<file path="src/design/axi_write_params.svh">
`ifndef AXI_WRITE_PARAMS_SVH
`define AXI_WRITE_PARAMS_SVH

// Bus widths
`define AXI_ADDR_W    32
`define AXI_DATA_W    32
`define AXI_STRB_W    (`AXI_DATA_W / 8)
`define AXI_OFFSET_W  2    // Lane select bits
`define AXI_LEN_W     8

// Request size in bytes
`define REQ_LEN_W     12   // At most 4095 bytes

// Burst limit in beats
`define AXI_MAX_BEATS 16

`endif

</file>
<file path="src/design/axi_write_pkg.sv">
`default_nettype none

`include "axi_write_params.svh"

package axi_write_pkg;

   typedef logic [`AXI_ADDR_W-1:0]   addr_t;
   typedef logic [`AXI_DATA_W-1:0]   data_t;
   typedef logic [`AXI_STRB_W-1:0]   strb_t;
   typedef logic [`AXI_OFFSET_W-1:0] offset_t;
   typedef logic [`REQ_LEN_W-1:0]    beats_t;  // Beats, words and burst counts

   typedef enum logic [2:0] {
      IDLE = 3'd0,
      PLAN = 3'd1,  // Latch planner results
      ADDR = 3'd2,
      DATA = 3'd3,
      RESP = 3'd4   // Drain outstanding responses
   } wr_state_e;

endpackage

`default_nettype wire

</file>
<file path="src/design/burst_planner.sv">
`timescale 1ns/1ps
`default_nettype none

`include "axi_write_params.svh"

module burst_planner
   import axi_write_pkg::*;
(
   input  wire                    clk_i,
   input  wire                    rst_i,
   input  wire                    plan_start_i,
   input  wire                    burst_accept_i,
   input  wire addr_t             address_i,
   input  wire beats_t            length_i,
   output addr_t                  burst_addr_o,
   output logic [`AXI_LEN_W-1:0]  burst_len_o,
   output strb_t                  first_strb_o,
   output strb_t                  final_strb_o,
   output beats_t                 total_beats_o,
   output beats_t                 req_words_o,
   output logic                   last_burst_o,
   output logic                   last_burst_next_o
);

   localparam int PAGE_BITS  = 12;
   localparam int PAGE_WORDS = (1 << PAGE_BITS) / `AXI_STRB_W;
   localparam int TO_PAGE_W  = PAGE_BITS - `AXI_OFFSET_W + 1;
   localparam int SPAN_W     = `REQ_LEN_W + 1;

   localparam strb_t STRB_ONES = '1;

   addr_t                 addr_q;
   beats_t                remain_q;   // Beats not yet given to a burst
   beats_t                beats;
   beats_t                total_c;
   logic [TO_PAGE_W-1:0]  to_page;
   logic [SPAN_W-1:0]     span;
   offset_t               start_off;
   offset_t               end_lane;
   addr_t                 burst_end;

   // Request geometry from the start address and byte length
   always_comb begin
      start_off = address_i[`AXI_OFFSET_W-1:0];
      span      = {1'b0, length_i} + SPAN_W'(start_off) + SPAN_W'(`AXI_STRB_W - 1);
      total_c   = beats_t'(span >> `AXI_OFFSET_W);
      end_lane  = offset_t'(length_i + beats_t'(start_off) - beats_t'(1));
   end

   // Smallest of remaining beats, burst limit and room left in the 4 KB page
   always_comb begin
      to_page = TO_PAGE_W'(PAGE_WORDS) - {1'b0, addr_q[PAGE_BITS-1:`AXI_OFFSET_W]};
      beats   = remain_q;
      if (beats > beats_t'(`AXI_MAX_BEATS)) begin
         beats = beats_t'(`AXI_MAX_BEATS);
      end
      if (beats > beats_t'(to_page)) begin
         beats = beats_t'(to_page);
      end
   end

   always_ff @(posedge clk_i or posedge rst_i) begin
      if (rst_i) begin
         remain_q <= '0;
      end else if (plan_start_i) begin
         remain_q <= total_c;
      end else if (burst_accept_i) begin
         remain_q <= remain_q - beats;
      end
   end

   always_ff @(posedge clk_i) begin
      if (plan_start_i) begin
         addr_q        <= address_i;
         first_strb_o  <= STRB_ONES << start_off;
         final_strb_o  <= STRB_ONES >> (`AXI_STRB_W - 1 - end_lane);
         total_beats_o <= total_c;
         req_words_o   <= beats_t'((length_i + (`AXI_STRB_W - 1)) >> `AXI_OFFSET_W);
      end else if (burst_accept_i) begin
         // Later bursts start word aligned
         addr_q <= {addr_q[`AXI_ADDR_W-1:`AXI_OFFSET_W] + beats, {`AXI_OFFSET_W{1'b0}}};
      end
   end

   assign burst_addr_o      = addr_q;
   assign burst_len_o       = `AXI_LEN_W'(beats - beats_t'(1));
   assign last_burst_o      = (remain_q == '0);   // Accepted burst was the final one
   assign last_burst_next_o = (remain_q == beats);

   assign burst_end = {addr_q[`AXI_ADDR_W-1:`AXI_OFFSET_W] + beats - 1'b1,
                       {`AXI_OFFSET_W{1'b1}}};

   a_page_bound: assert property (@(posedge clk_i) disable iff (rst_i)
      burst_accept_i |-> beats != '0 &&
         burst_end[`AXI_ADDR_W-1:PAGE_BITS] == addr_q[`AXI_ADDR_W-1:PAGE_BITS]);

endmodule

`default_nettype wire

</file>
<file path="src/design/lane_aligner.sv">
`timescale 1ns/1ps
`default_nettype none

`include "axi_write_params.svh"

module lane_aligner
   import axi_write_pkg::*;
(
   input  wire          clk_i,
   input  wire          rst_i,
   input  wire offset_t offset_i,
   input  wire data_t   data_i,
   input  wire          take_i,
   input  wire          flush_i,
   output data_t        data_o
);

   localparam int DATA_W = `AXI_DATA_W;

   data_t                prev_q;    // Last consumed requester word
   logic [2*DATA_W-1:0]  joined;
   logic [2*DATA_W-1:0]  shifted;

   always_ff @(posedge clk_i or posedge rst_i) begin
      if (rst_i) begin
         prev_q <= '0;
      end else if (flush_i) begin
         prev_q <= '0;              // Final beat of the request sent
      end else if (take_i) begin
         prev_q <= data_i;
      end
   end

   // Lanes below the offset take the top bytes of the previous word,
   // the rest take the low bytes of the current one
   always_comb begin
      joined  = {data_i, prev_q};
      shifted = joined >> (8 * (`AXI_STRB_W - offset_i));   // Offset 0 passes data_i
   end

   assign data_o = shifted[DATA_W-1:0];

endmodule

`default_nettype wire

</file>
<file path="src/design/beat_controller.sv">
`timescale 1ns/1ps
`default_nettype none

`include "axi_write_params.svh"

module beat_controller
   import axi_write_pkg::*;
(
   input  wire                        clk_i,
   input  wire                        rst_i,
   input  wire                        m_wvalid_i,
   output logic                       m_wready_o,
   output logic                       m_wlast_o,
   output logic                       m_wdone_o,
   output logic                       m_werr_o,
   input  wire addr_t                 burst_addr_i,
   input  wire [`AXI_LEN_W-1:0]       burst_len_i,
   input  wire strb_t                 first_strb_i,
   input  wire strb_t                 final_strb_i,
   input  wire beats_t                total_beats_i,
   input  wire beats_t                req_words_i,
   input  wire                        last_burst_i,
   input  wire                        last_burst_next_i,
   output logic                       plan_start_o,
   output logic                       burst_accept_o,
   output logic                       word_take_o,
   output logic                       flush_o,
   output offset_t                    offset_o,
   output addr_t                      axi_awaddr_o,
   output logic [`AXI_LEN_W-1:0]      axi_awlen_o,
   output logic                       axi_awvalid_o,
   input  wire                        axi_awready_i,
   output strb_t                      axi_wstrb_o,
   output logic                       axi_wlast_o,
   output logic                       axi_wvalid_o,
   input  wire                        axi_wready_i,
   input  wire [1:0]                  axi_bresp_i,
   input  wire                        axi_bvalid_i,
   output logic                       axi_bready_o
);

   localparam strb_t STRB_ONES = '1;

   wr_state_e              state_q;
   addr_t                  awaddr_q;
   logic [`AXI_LEN_W-1:0]  awlen_q;
   logic [`AXI_LEN_W-1:0]  beat_q;     // Beat within the burst
   strb_t                  wstrb_q;
   strb_t                  head_strb;
   strb_t                  next_strb;
   offset_t                offset_q;
   beats_t                 sent_q;     // Beats of the request sent
   beats_t                 words_q;    // Requester words consumed
   beats_t                 pending_q;  // Bursts still owing a response
   logic                   awvalid_q;
   logic                   first_q;
   logic                   done_q;
   logic                   err_q;
   logic                   words_left;
   logic                   aw_hs;
   logic                   w_hs;
   logic                   b_hs;
   logic                   burst_end;
   logic                   req_end;

   assign aw_hs      = axi_awvalid_o && axi_awready_i;
   assign w_hs       = axi_wvalid_o && axi_wready_i;
   assign b_hs       = axi_bvalid_i && axi_bready_o;
   assign words_left = (words_q != req_words_i);
   assign burst_end  = (beat_q == awlen_q);
   assign req_end    = (sent_q == total_beats_i - beats_t'(1));

   assign axi_awaddr_o  = awaddr_q;
   assign axi_awlen_o   = awlen_q;
   assign axi_awvalid_o = awvalid_q;
   assign axi_wstrb_o   = wstrb_q;
   assign axi_wvalid_o  = (state_q == DATA) && (words_left ? m_wvalid_i : 1'b1);  // Else flush
   assign axi_wlast_o   = axi_wvalid_o && burst_end;
   assign axi_bready_o  = (state_q == DATA) || (state_q == RESP);

   assign m_wready_o = (state_q == DATA) && words_left && axi_wready_i;
   assign m_wlast_o  = w_hs && req_end;
   assign m_wdone_o  = done_q;
   assign m_werr_o   = err_q;

   // Requester may still hold valid in the done cycle
   assign plan_start_o   = (state_q == IDLE) && m_wvalid_i && !done_q;
   assign burst_accept_o = aw_hs;
   assign word_take_o    = m_wvalid_i && m_wready_o;
   assign flush_o        = w_hs && req_end;
   assign offset_o       = offset_q;

   always_comb begin
      head_strb = first_q ? first_strb_i : STRB_ONES;
      if (awlen_q == '0 && last_burst_next_i) begin
         head_strb = head_strb & final_strb_i;   // Single beat closing burst
      end
      next_strb = STRB_ONES;
      if (beat_q + 1'b1 == awlen_q && last_burst_i) begin
         next_strb = final_strb_i;
      end
   end

   always_ff @(posedge clk_i or posedge rst_i) begin
      if (rst_i) begin
         state_q   <= IDLE;
         awvalid_q <= 1'b0;
         first_q   <= 1'b0;
         done_q    <= 1'b0;
         err_q     <= 1'b0;
         beat_q    <= '0;
         sent_q    <= '0;
         words_q   <= '0;
         pending_q <= '0;
      end else begin
         done_q <= 1'b0;
         if (word_take_o) words_q <= words_q + 1'b1;
         if (b_hs && axi_bresp_i != 2'b00) err_q <= 1'b1;
         case ({aw_hs, b_hs})
            2'b10:   pending_q <= pending_q + 1'b1;
            2'b01:   pending_q <= pending_q - 1'b1;
            default: pending_q <= pending_q;
         endcase
         case (state_q)
            IDLE: begin
               if (plan_start_o) begin
                  first_q <= 1'b1;
                  err_q   <= 1'b0;
                  sent_q  <= '0;
                  words_q <= '0;
                  state_q <= PLAN;
               end
            end
            PLAN: begin
               awvalid_q <= 1'b1;
               state_q   <= ADDR;
            end
            ADDR: begin
               if (axi_awready_i) begin
                  awvalid_q <= 1'b0;
                  first_q   <= 1'b0;
                  beat_q    <= '0;
                  state_q   <= DATA;
               end
            end
            DATA: begin
               if (w_hs) begin
                  beat_q <= beat_q + 1'b1;
                  sent_q <= sent_q + 1'b1;
                  if (burst_end) state_q <= last_burst_i ? RESP : PLAN;
               end
            end
            RESP: begin
               if (pending_q == '0 || (b_hs && pending_q == beats_t'(1))) begin
                  done_q  <= 1'b1;
                  state_q <= IDLE;
               end
            end
            default: state_q <= IDLE;
         endcase
      end
   end

   always_ff @(posedge clk_i) begin
      if (state_q == PLAN) begin
         awaddr_q <= burst_addr_i;
         awlen_q  <= burst_len_i;
         if (first_q) offset_q <= burst_addr_i[`AXI_OFFSET_W-1:0];  // Start lane
      end
      if (aw_hs) begin
         wstrb_q <= head_strb;
      end else if (w_hs && !burst_end) begin
         wstrb_q <= next_strb;
      end
   end

   a_aw_hold: assert property (@(posedge clk_i) disable iff (rst_i)
      axi_awvalid_o && !axi_awready_i |=>
         axi_awvalid_o && $stable(axi_awaddr_o) && $stable(axi_awlen_o));

   // Last beat of the closing burst is also the final beat of the request
   a_wlast: assert property (@(posedge clk_i) disable iff (rst_i)
      axi_wlast_o && last_burst_i |-> req_end);

   a_idle_quiet: assert property (@(posedge clk_i) disable iff (rst_i)
      state_q == IDLE |-> pending_q == '0);

endmodule

`default_nettype wire

</file>
<file path="src/design/axi_write_top.sv">
`timescale 1ns/1ps
`default_nettype none

`include "axi_write_params.svh"

module axi_write_top
   import axi_write_pkg::*;
(
   input  wire                    clk_i,
   input  wire                    rst_i,
   input  wire                    m_wvalid_i,
   input  wire addr_t             m_waddr_i,
   input  wire beats_t            m_wlen_i,
   input  wire data_t             m_wdata_i,
   output logic                   m_wready_o,
   output logic                   m_wlast_o,
   output logic                   m_wdone_o,
   output logic                   m_werr_o,
   output addr_t                  axi_awaddr_o,
   output logic [`AXI_LEN_W-1:0]  axi_awlen_o,
   output logic                   axi_awvalid_o,
   input  wire                    axi_awready_i,
   output data_t                  axi_wdata_o,
   output strb_t                  axi_wstrb_o,
   output logic                   axi_wlast_o,
   output logic                   axi_wvalid_o,
   input  wire                    axi_wready_i,
   input  wire [1:0]              axi_bresp_i,
   input  wire                    axi_bvalid_i,
   output logic                   axi_bready_o
);

   addr_t                  burst_addr;
   logic [`AXI_LEN_W-1:0]  burst_len;
   strb_t                  first_strb;
   strb_t                  final_strb;
   beats_t                 total_beats;
   beats_t                 req_words;
   logic                   last_burst;
   logic                   last_burst_next;
   logic                   plan_start;
   logic                   burst_accept;
   logic                   word_take;
   logic                   flush;
   offset_t                offset;

   burst_planner i_planner (
      .clk_i             (clk_i),
      .rst_i             (rst_i),
      .plan_start_i      (plan_start),
      .burst_accept_i    (burst_accept),
      .address_i         (m_waddr_i),
      .length_i          (m_wlen_i),
      .burst_addr_o      (burst_addr),
      .burst_len_o       (burst_len),
      .first_strb_o      (first_strb),
      .final_strb_o      (final_strb),
      .total_beats_o     (total_beats),
      .req_words_o       (req_words),
      .last_burst_o      (last_burst),
      .last_burst_next_o (last_burst_next)
   );

   lane_aligner i_aligner (
      .clk_i    (clk_i),
      .rst_i    (rst_i),
      .offset_i (offset),
      .data_i   (m_wdata_i),
      .take_i   (word_take),
      .flush_i  (flush),
      .data_o   (axi_wdata_o)
   );

   beat_controller i_ctrl (
      .clk_i             (clk_i),
      .rst_i             (rst_i),
      .m_wvalid_i        (m_wvalid_i),
      .m_wready_o        (m_wready_o),
      .m_wlast_o         (m_wlast_o),
      .m_wdone_o         (m_wdone_o),
      .m_werr_o          (m_werr_o),
      .burst_addr_i      (burst_addr),
      .burst_len_i       (burst_len),
      .first_strb_i      (first_strb),
      .final_strb_i      (final_strb),
      .total_beats_i     (total_beats),
      .req_words_i       (req_words),
      .last_burst_i      (last_burst),
      .last_burst_next_i (last_burst_next),
      .plan_start_o      (plan_start),
      .burst_accept_o    (burst_accept),
      .word_take_o       (word_take),
      .flush_o           (flush),
      .offset_o          (offset),
      .axi_awaddr_o      (axi_awaddr_o),
      .axi_awlen_o       (axi_awlen_o),
      .axi_awvalid_o     (axi_awvalid_o),
      .axi_awready_i     (axi_awready_i),
      .axi_wstrb_o       (axi_wstrb_o),
      .axi_wlast_o       (axi_wlast_o),
      .axi_wvalid_o      (axi_wvalid_o),
      .axi_wready_i      (axi_wready_i),
      .axi_bresp_i       (axi_bresp_i),
      .axi_bvalid_i      (axi_bvalid_i),
      .axi_bready_o      (axi_bready_o)
   );

endmodule

`default_nettype wire

</file>
<file path="config.mk">
export PLATFORM = sky130hd
export DESIGN_NAME = axi_write_top
export DESIGN_NICKNAME = d
export VERILOG_FILES = /design/src/design/axi_write_pkg.sv /design/src/design/burst_planner.sv /design/src/design/lane_aligner.sv /design/src/design/beat_controller.sv /design/src/design/axi_write_top.sv
export VERILOG_INCLUDE_DIRS = /design/src /design/src/design
export SDC_FILE = /design/constraint.sdc
export NUM_CORES = 1
export LEC_CHECK = 0
export BUFFER_PORTS_ARGS = -buffer_cell sky130_fd_sc_hd__buf_4
export CELL_PAD_IN_SITES_DETAIL_PLACEMENT = 1
export CELL_PAD_IN_SITES_GLOBAL_PLACEMENT = 1
export CORE_ASPECT_RATIO = 0.75
export CORE_MARGIN = 3
export CORE_UTILIZATION = 46
export DETAILED_ROUTE_END_ITERATION = 10
export GPL_TIMING_DRIVEN = 1
export PLACE_DENSITY = 0.89
export RECOVER_POWER = 25
export SYNTH_ARGS = -nofsm -noshare
export SYNTH_HDL_FRONTEND = slang
export SYNTH_SLANG_ARGS = --single-unit
</file>
<file path="constraint.sdc">
create_clock -name clk_i -period 7.8 [get_ports clk_i]
set_input_delay 0.39 -clock clk_i [delete_from_list [all_inputs] [get_ports clk_i]]
set_output_delay 0.39 -clock clk_i [all_outputs]
set_load 0.03 [all_outputs]
</file>
# Word-level counts from Yosys, hierarchy flattened
# Index checks and enable logic that the tools add are counted.
[totals]
word_cells = 139
output_inout_bits = 84
register_bits = 204
inputBits = 84
[classes]
add_sub_neg = 17
n_lt_le_gt_ge = 2
bitwise_logic = 1
reduce_logical = 39
n_eq_ne = 17
muxes = 40
shift = 3
[op_table]
columns = ["op", "count"]
rows = [
  ["$mux 32", 4],
  ["$mux 12", 9],
  ["$shr 64x32->32", 1],
  ["$pmux 12 s2", 2],
  ["$add 12x1->12 const B", 3],
  ["$shr 4x32->4 const A", 1],
  ["$add 30x12->30", 1],
  ["$eq 12x12->1", 2],
  ["$logic_not 12->1", 2],
  ["$mux 4", 5],
  ["$mux 3", 6],
  ["$reduce_bool 2->1", 9],
  ["$eq 8x8->1", 2],
  ["$logic_and 1x1->1", 16],
  ["$mux 8", 2],
  ["$pmux 8 s2", 1],
  ["$pmux 3 s5", 1],
  ["$add 12x2->13", 1],
  ["$add 12x2->13 const B", 1],
  ["$add 13x2->13 const B", 1],
  ["$eq 12x1->1 const B", 1],
  ["$gt 12x11->1", 1],
  ["$gt 12x5->1 const B", 1],
  ["$ne 12x12->1", 1],
  ["other kinds (28)", 45],
]

# Longest topological paths before layout
[logic_depth]
depth_word = 8
mapped_depth = 24
ltp_nobuf = 23

# Modules after synthesis
# From an unflattened synthesis, not the netlist that was laid out.
[unflattened]
hier_cells = 1385
area_unflattened_um2 = 13414.1
[modules_own_cells]
columns = ["module", "seq_area_each_um2", "n_inst", "area_per_inst_um2", "cells_each"]
rows = [
  ["burst_planner", 2102.0, 1, 5495.3, 608],
  ["beat_controller", 2657.5, 1, 5041.1, 471],
  ["lane_aligner", 800.8, 1, 2877.8, 306],
]

# Least setup slack after synthesis
# OpenSTA, ideal clock, no wires.
[synth_path]
kind = "reg-to-reg"
startpoint = "register i_planner.addr_q[4] (netlist: i_planner.burst_addr_o[4])"
endpoint = "register i_planner.addr_q[30] (netlist: i_planner.burst_addr_o[30]) (data pin)"
path_buffers = 1
setup_ns = 0.255
period_less_slack_ns = 5.386
stages_incl_launch_ff = 22
t_required_ns = 7.545
setup_slack_ns = 2.414
arrival_ns = 5.131
cell_sequence = "edfxtp_1 -> or3_1 -> or3b_2 -> or3_1 -> ha_1 -> and3_1 -> nand3_1 -> nor3_1 -> a21oi_1 -> clkbuf_1 -> nand2_1 -> o21ai_0 -> ha_1 -> inv_1 -> fa_1 -> nor2b_1 -> o31a_1 -> o211ai_1 -> and3_1 -> nor4_1 -> mux2i_1 -> nand2_1"
[synth_via]
elab_chain_cells = 6
[synth_rtl]
columns = ["element", "line_no", "source"]
rows = [
  ["start, declared", "burst_planner.sv:32", "addr_t addr_q;"],
  ["start signal, assigned", "burst_planner.sv:74", "addr_q <= address_i;"],
  ["start signal, assigned", "burst_planner.sv:81", "addr_q <= {addr_q[`AXI_ADDR_W-1:`AXI_OFFSET_W] + beats, {`AXI_OFFSET_W{1'b0}}};"],
  ["$sub 11x10->11", "burst_planner.sv:52", "to_page = TO_PAGE_W'(PAGE_WORDS) - {1'b0, addr_q[PAGE_BITS-1:`AXI_OFFSET_W]};"],
  ["$gt 12x11->1", "burst_planner.sv:57", "if (beats > beats_t'(to_page)) begin"],
  ["$mux 12", "burst_planner.sv:57", ""],
  ["$add 30x12->30 (*)", "burst_planner.sv:81", ""],
  ["$mux 32 (*)", "burst_planner.sv:79", "end else if (burst_accept_i) begin"],
  ["$mux 32 (*)", "burst_planner.sv:73", "if (plan_start_i) begin"],
]
# Every way passes the cells marked *; elsewhere a longest branch is shown, timed or not. The select of a mux whose other input is x is not followed.
# A chain may end at the register's enable or synchronous reset.

# Final worst setup path
[layout_path]
startpoint = "register i_planner.addr_q[4] (netlist: i_planner.burst_addr_o[4])"
endpoint = "register i_planner.addr_q[20] (netlist: i_planner.burst_addr_o[20]) (data pin)"
# Same word-level chain as after synthesis.

==> results.toml <==
[critical_path]
cp_max_fo = 16
rrSetupSlack_ns = 1.50
cp_top_family = "compound AO/OA/AOI/OAI gates"
path_class = "register to register"
start_kind = "register"
critPathBufInv = 2
arrival_ns = 6.55
path_common_cell = "o21ai_0"
r2r_end = "i_planner.burst_addr_o[20]"
slowest_stage = "a21boi_0"
critPathRequiredTime_ns = 8.05
rr_startpoint = "i_planner.burst_addr_o[4]"
worstPathCellList = "or3_1, or3b_2, nor3_1, xor2_1, ha_1, and3_1, nand3_1, a21oi_1, o41ai_1, a21oi_1, buf_4, nand2_1, o21ai_0, ha_1, inv_1, fa_1, nor2b_1, o31a_1, o211ai_1, a21boi_0, o21ai_0, xor2_1, o21ai_0"
cp-end-kind = "register"
max_stage_delay_ns = 0.78
rr_worst_depth = 23

[placed_design]
dp_slack_ns = 1.70
dpl.hpwl_mm = 28.9
numPortBuffers = 167
place_congestion = 0.887

[synthesis]
yosysSeqAreaShare_pct = 44.1
synth_ff_type = "edfxtp_1"
synth_top_area_share_pct = 25.2
synth-seq-cells = 201
synthTopCellsByArea = "edfxtp_1 (25%), dfrtp_1 (19%), mux2i_1 (5.5%)"
yosys_warnings = 0
avgSynthCellArea_um2 = 9.78
synth_cells = 1290
synth.largest_area_cell = "edfxtp_1"
synth_cell_type_count = 63
syn_area_mm2 = 0.0126
yosysMostFrequentCell = "nor2_1"
synth_async_sr_flop_share_pct = 47.3
synth-edff-count = 106
netlist_top_cells_count = "nor2_1 (164), nand2_1 (122), edfxtp_1 (106)"

[cts]
post_cts_buffers = 0
cts-buffers-inserted = 23
clockBufferDepth = 3
cts_tree = "done"
clk_latency_ns = 0.52
root_buffer = "clkbuf_16"
htree_num_levels = 1
cts.sink_count = 201
clkTransAtPathRegs_ns = 0.06

[run_status]
outcome = "finished with violations"
failed_checks = "max-capacitance violations, max-slew violations"

[timing]
slew_headroom_pct = -50.3
setup_ws_ns = 1.50
max_freq_ghz = 0.159
hold_ws_ns = 0.138
worst_pin_slew_ns = 2.24
period_needed_ns = 6.30
rsz0062_at_grt = "no"
tns_ns = 0
fin_crit_sh_pct = 80.8
setup_violations = 0
slew_viol_final = 47
clock_skew_ns = 0.0112
hold_violations = 0

[hold_path]
hold_class = "primary input to register"
hp-start = "m_waddr_i[2]"
hold_depth = 3
holdPathEnd = "i_planner.burst_addr_o[2]"

[layout]
final_util_pct = 55.8
nFillCells = 2976
layout-drive-gt1-share_pct = 16.0
fin_nets = 1579
syn2layout_area_growth_pct = 17.2

[routing]
routed-via-count = 10800
routedWlPerCell_um = 22.2
drt_first_pass_iters = 5
drt-total-wl_mm = 40.1
drtIter0Drc = 891
vias_per_cell = 5.98
route.detailed.drc = 0
drtAntennaViolNets = 0

[grt]
grt_overflow = 0
grt_start_max_net_pins = 84
gr-usage-all-layers_pct = 26.9
grt_pass1_vias = 11200
grt_first_pass_wirelength_mm = 63.4
antenna_found_initial = 3

[floorplanning]
io-pin-count = 168
core_mm2 = 0.0265
die_y_um = 149
num_rows = 51
die_w_um = 197
start_util_pct = 47.6
fp.dieArea_mm2 = 0.0295

[pwr]
power_leakage_nw = 6.17
ir_drop_v = 0.000227
total_power_mw = 3.55
power_density_mw_per_mm2 = 240

[job]
drv_cap = 1
[registers in the layout, summed over array words and instances (netlist names), 2 cells and up]
register / count
i_ctrl.pending_q: 12
i_planner.total_beats_o: 11
i_planner.burst_addr_o: 32
i_planner.first_strb_o: 3
i_planner.remain_q: 12
i_ctrl.axi_awlen_o: 8
i_ctrl.sent_q: 12
i_ctrl.state_q: 3
i_ctrl.words_q: 12
i_planner.final_strb_o: 3
i_planner.req_words_o: 11
i_aligner.prev_q: 32
i_ctrl.offset_o: 2
i_ctrl.axi_awaddr_o: 32
i_ctrl.axi_wstrb_o: 4
i_ctrl.beat_q: 8
[worst max-delay path by stage]
stage | slack (ns) | end | startpoint | cells past startpoint
4_1_cts | 1.60 | i_planner.burst_addr_o[26] | i_planner.burst_addr_o[4] | 23
5_1_grt | 1.24 | i_planner.burst_addr_o[26] | i_planner.burst_addr_o[4] | 23
6_report | 1.50 | i_planner.burst_addr_o[20] | i_planner.burst_addr_o[4] | 23
3_5_place_dp | 1.70 | i_planner.burst_addr_o[26] | i_planner.burst_addr_o[4] | 23
3_3_place_gp | 2.16 | i_planner.burst_addr_o[20] | i_planner.burst_addr_o[4] | 21
2_1_floorplan | 2.41 | i_planner.burst_addr_o[30] | i_planner.burst_addr_o[4] | 21
[routing by layer]
metal / vias to the layer above / GRT usage, % / wire [um]
li1: 4913 / - / -
met1: 5489 / 37.3 / 17700
met2: 321 / 44.3 / 19300
met3: 64 / 4.48 / 2120
met4: 0 / 7.16 / 961
met5: - / 0 / 0
[logic make-up after synthesis]
logic type	count (synthesis)	share of synthesized area, %
muxes	101	9.76
adders and majority gates	54	5.53
and+or+nand+nor	478	17.9
AOI/OAI and AO/OA	219	10.4
other	1	0.0297
DFF	201	44.1
xor gates and xnor gates	129	8.95
buffers and inverters	107	3.42
[report_power, final]
| group | switching, mW | internal [mW] | total [mW] |
|---|---|---|---|
| clock network | 0.460 | 0.564 | 1.02 |
| logic | 0.594 | 0.448 | 1.04 |
| registers | 0.197 | 1.28 | 1.48 |
[placed cells by master, fill, tap and decap left out, drive strengths merged, types with 20 or more instances in the layout]
cell	count
buf	152
xor2	67
nor4	20
nand3	33
dfrtp	95
nor3	35
edfxtp	106
clkbuf	54
a21oi	69
o21ai	67
nor2	164
mux2i	69
ha	51
nand2	122
xnor2	62
inv	46
[worst register-to-register path, cell delays in order (launching register included)]
cell,delay (ns)
edfxtp_1,0.48
or3_1,0.40
or3b_2,0.54
nor3_1,0.22
xor2_1,0.25
ha_1,0.17
and3_1,0.19
nand3_1,0.18
a21oi_1,0.16
o41ai_1,0.08
a21oi_1,0.15
buf_4,0.25
nand2_1,0.10
o21ai_0,0.14
ha_1,0.26
inv_1,0.06
fa_1,0.42
nor2b_1,0.17
o31a_1,0.26
o211ai_1,0.23
a21boi_0,0.78
o21ai_0,0.23
xor2_1,0.20
o21ai_0,0.11
[through the flow]
step	cells	instance area, um^2
after CTS	1802	14900
after global routing	1804	14800
final	1805	14800
after detailed placement	1759	14200
after floorplan	1296	12600
after global placement	1759	14200
[layout make-up]
cell class	instances	area, um^2	area share [%]
Antenna cell	3	7.51	0.0508
Timing Repair Buffer	178	1250	8.45
Inverter	49	186	1.26
Clock buffer	29	618	4.18
Clock inverter	13	75.1	0.508
Multi-Input combinational cell	988	6660	45.0
Tap cell	344	430	2.91
Sequential cell	201	5560	37.6
[timing repair]
| action | in CTS | in global routing |
|---|---|---|
| endpoints found under the hold margin | 31 | 0 |
| resized for setup | 0 | 0 |
| hold buffers | 1 | 0 |
(Power assumes the default switching activity.)
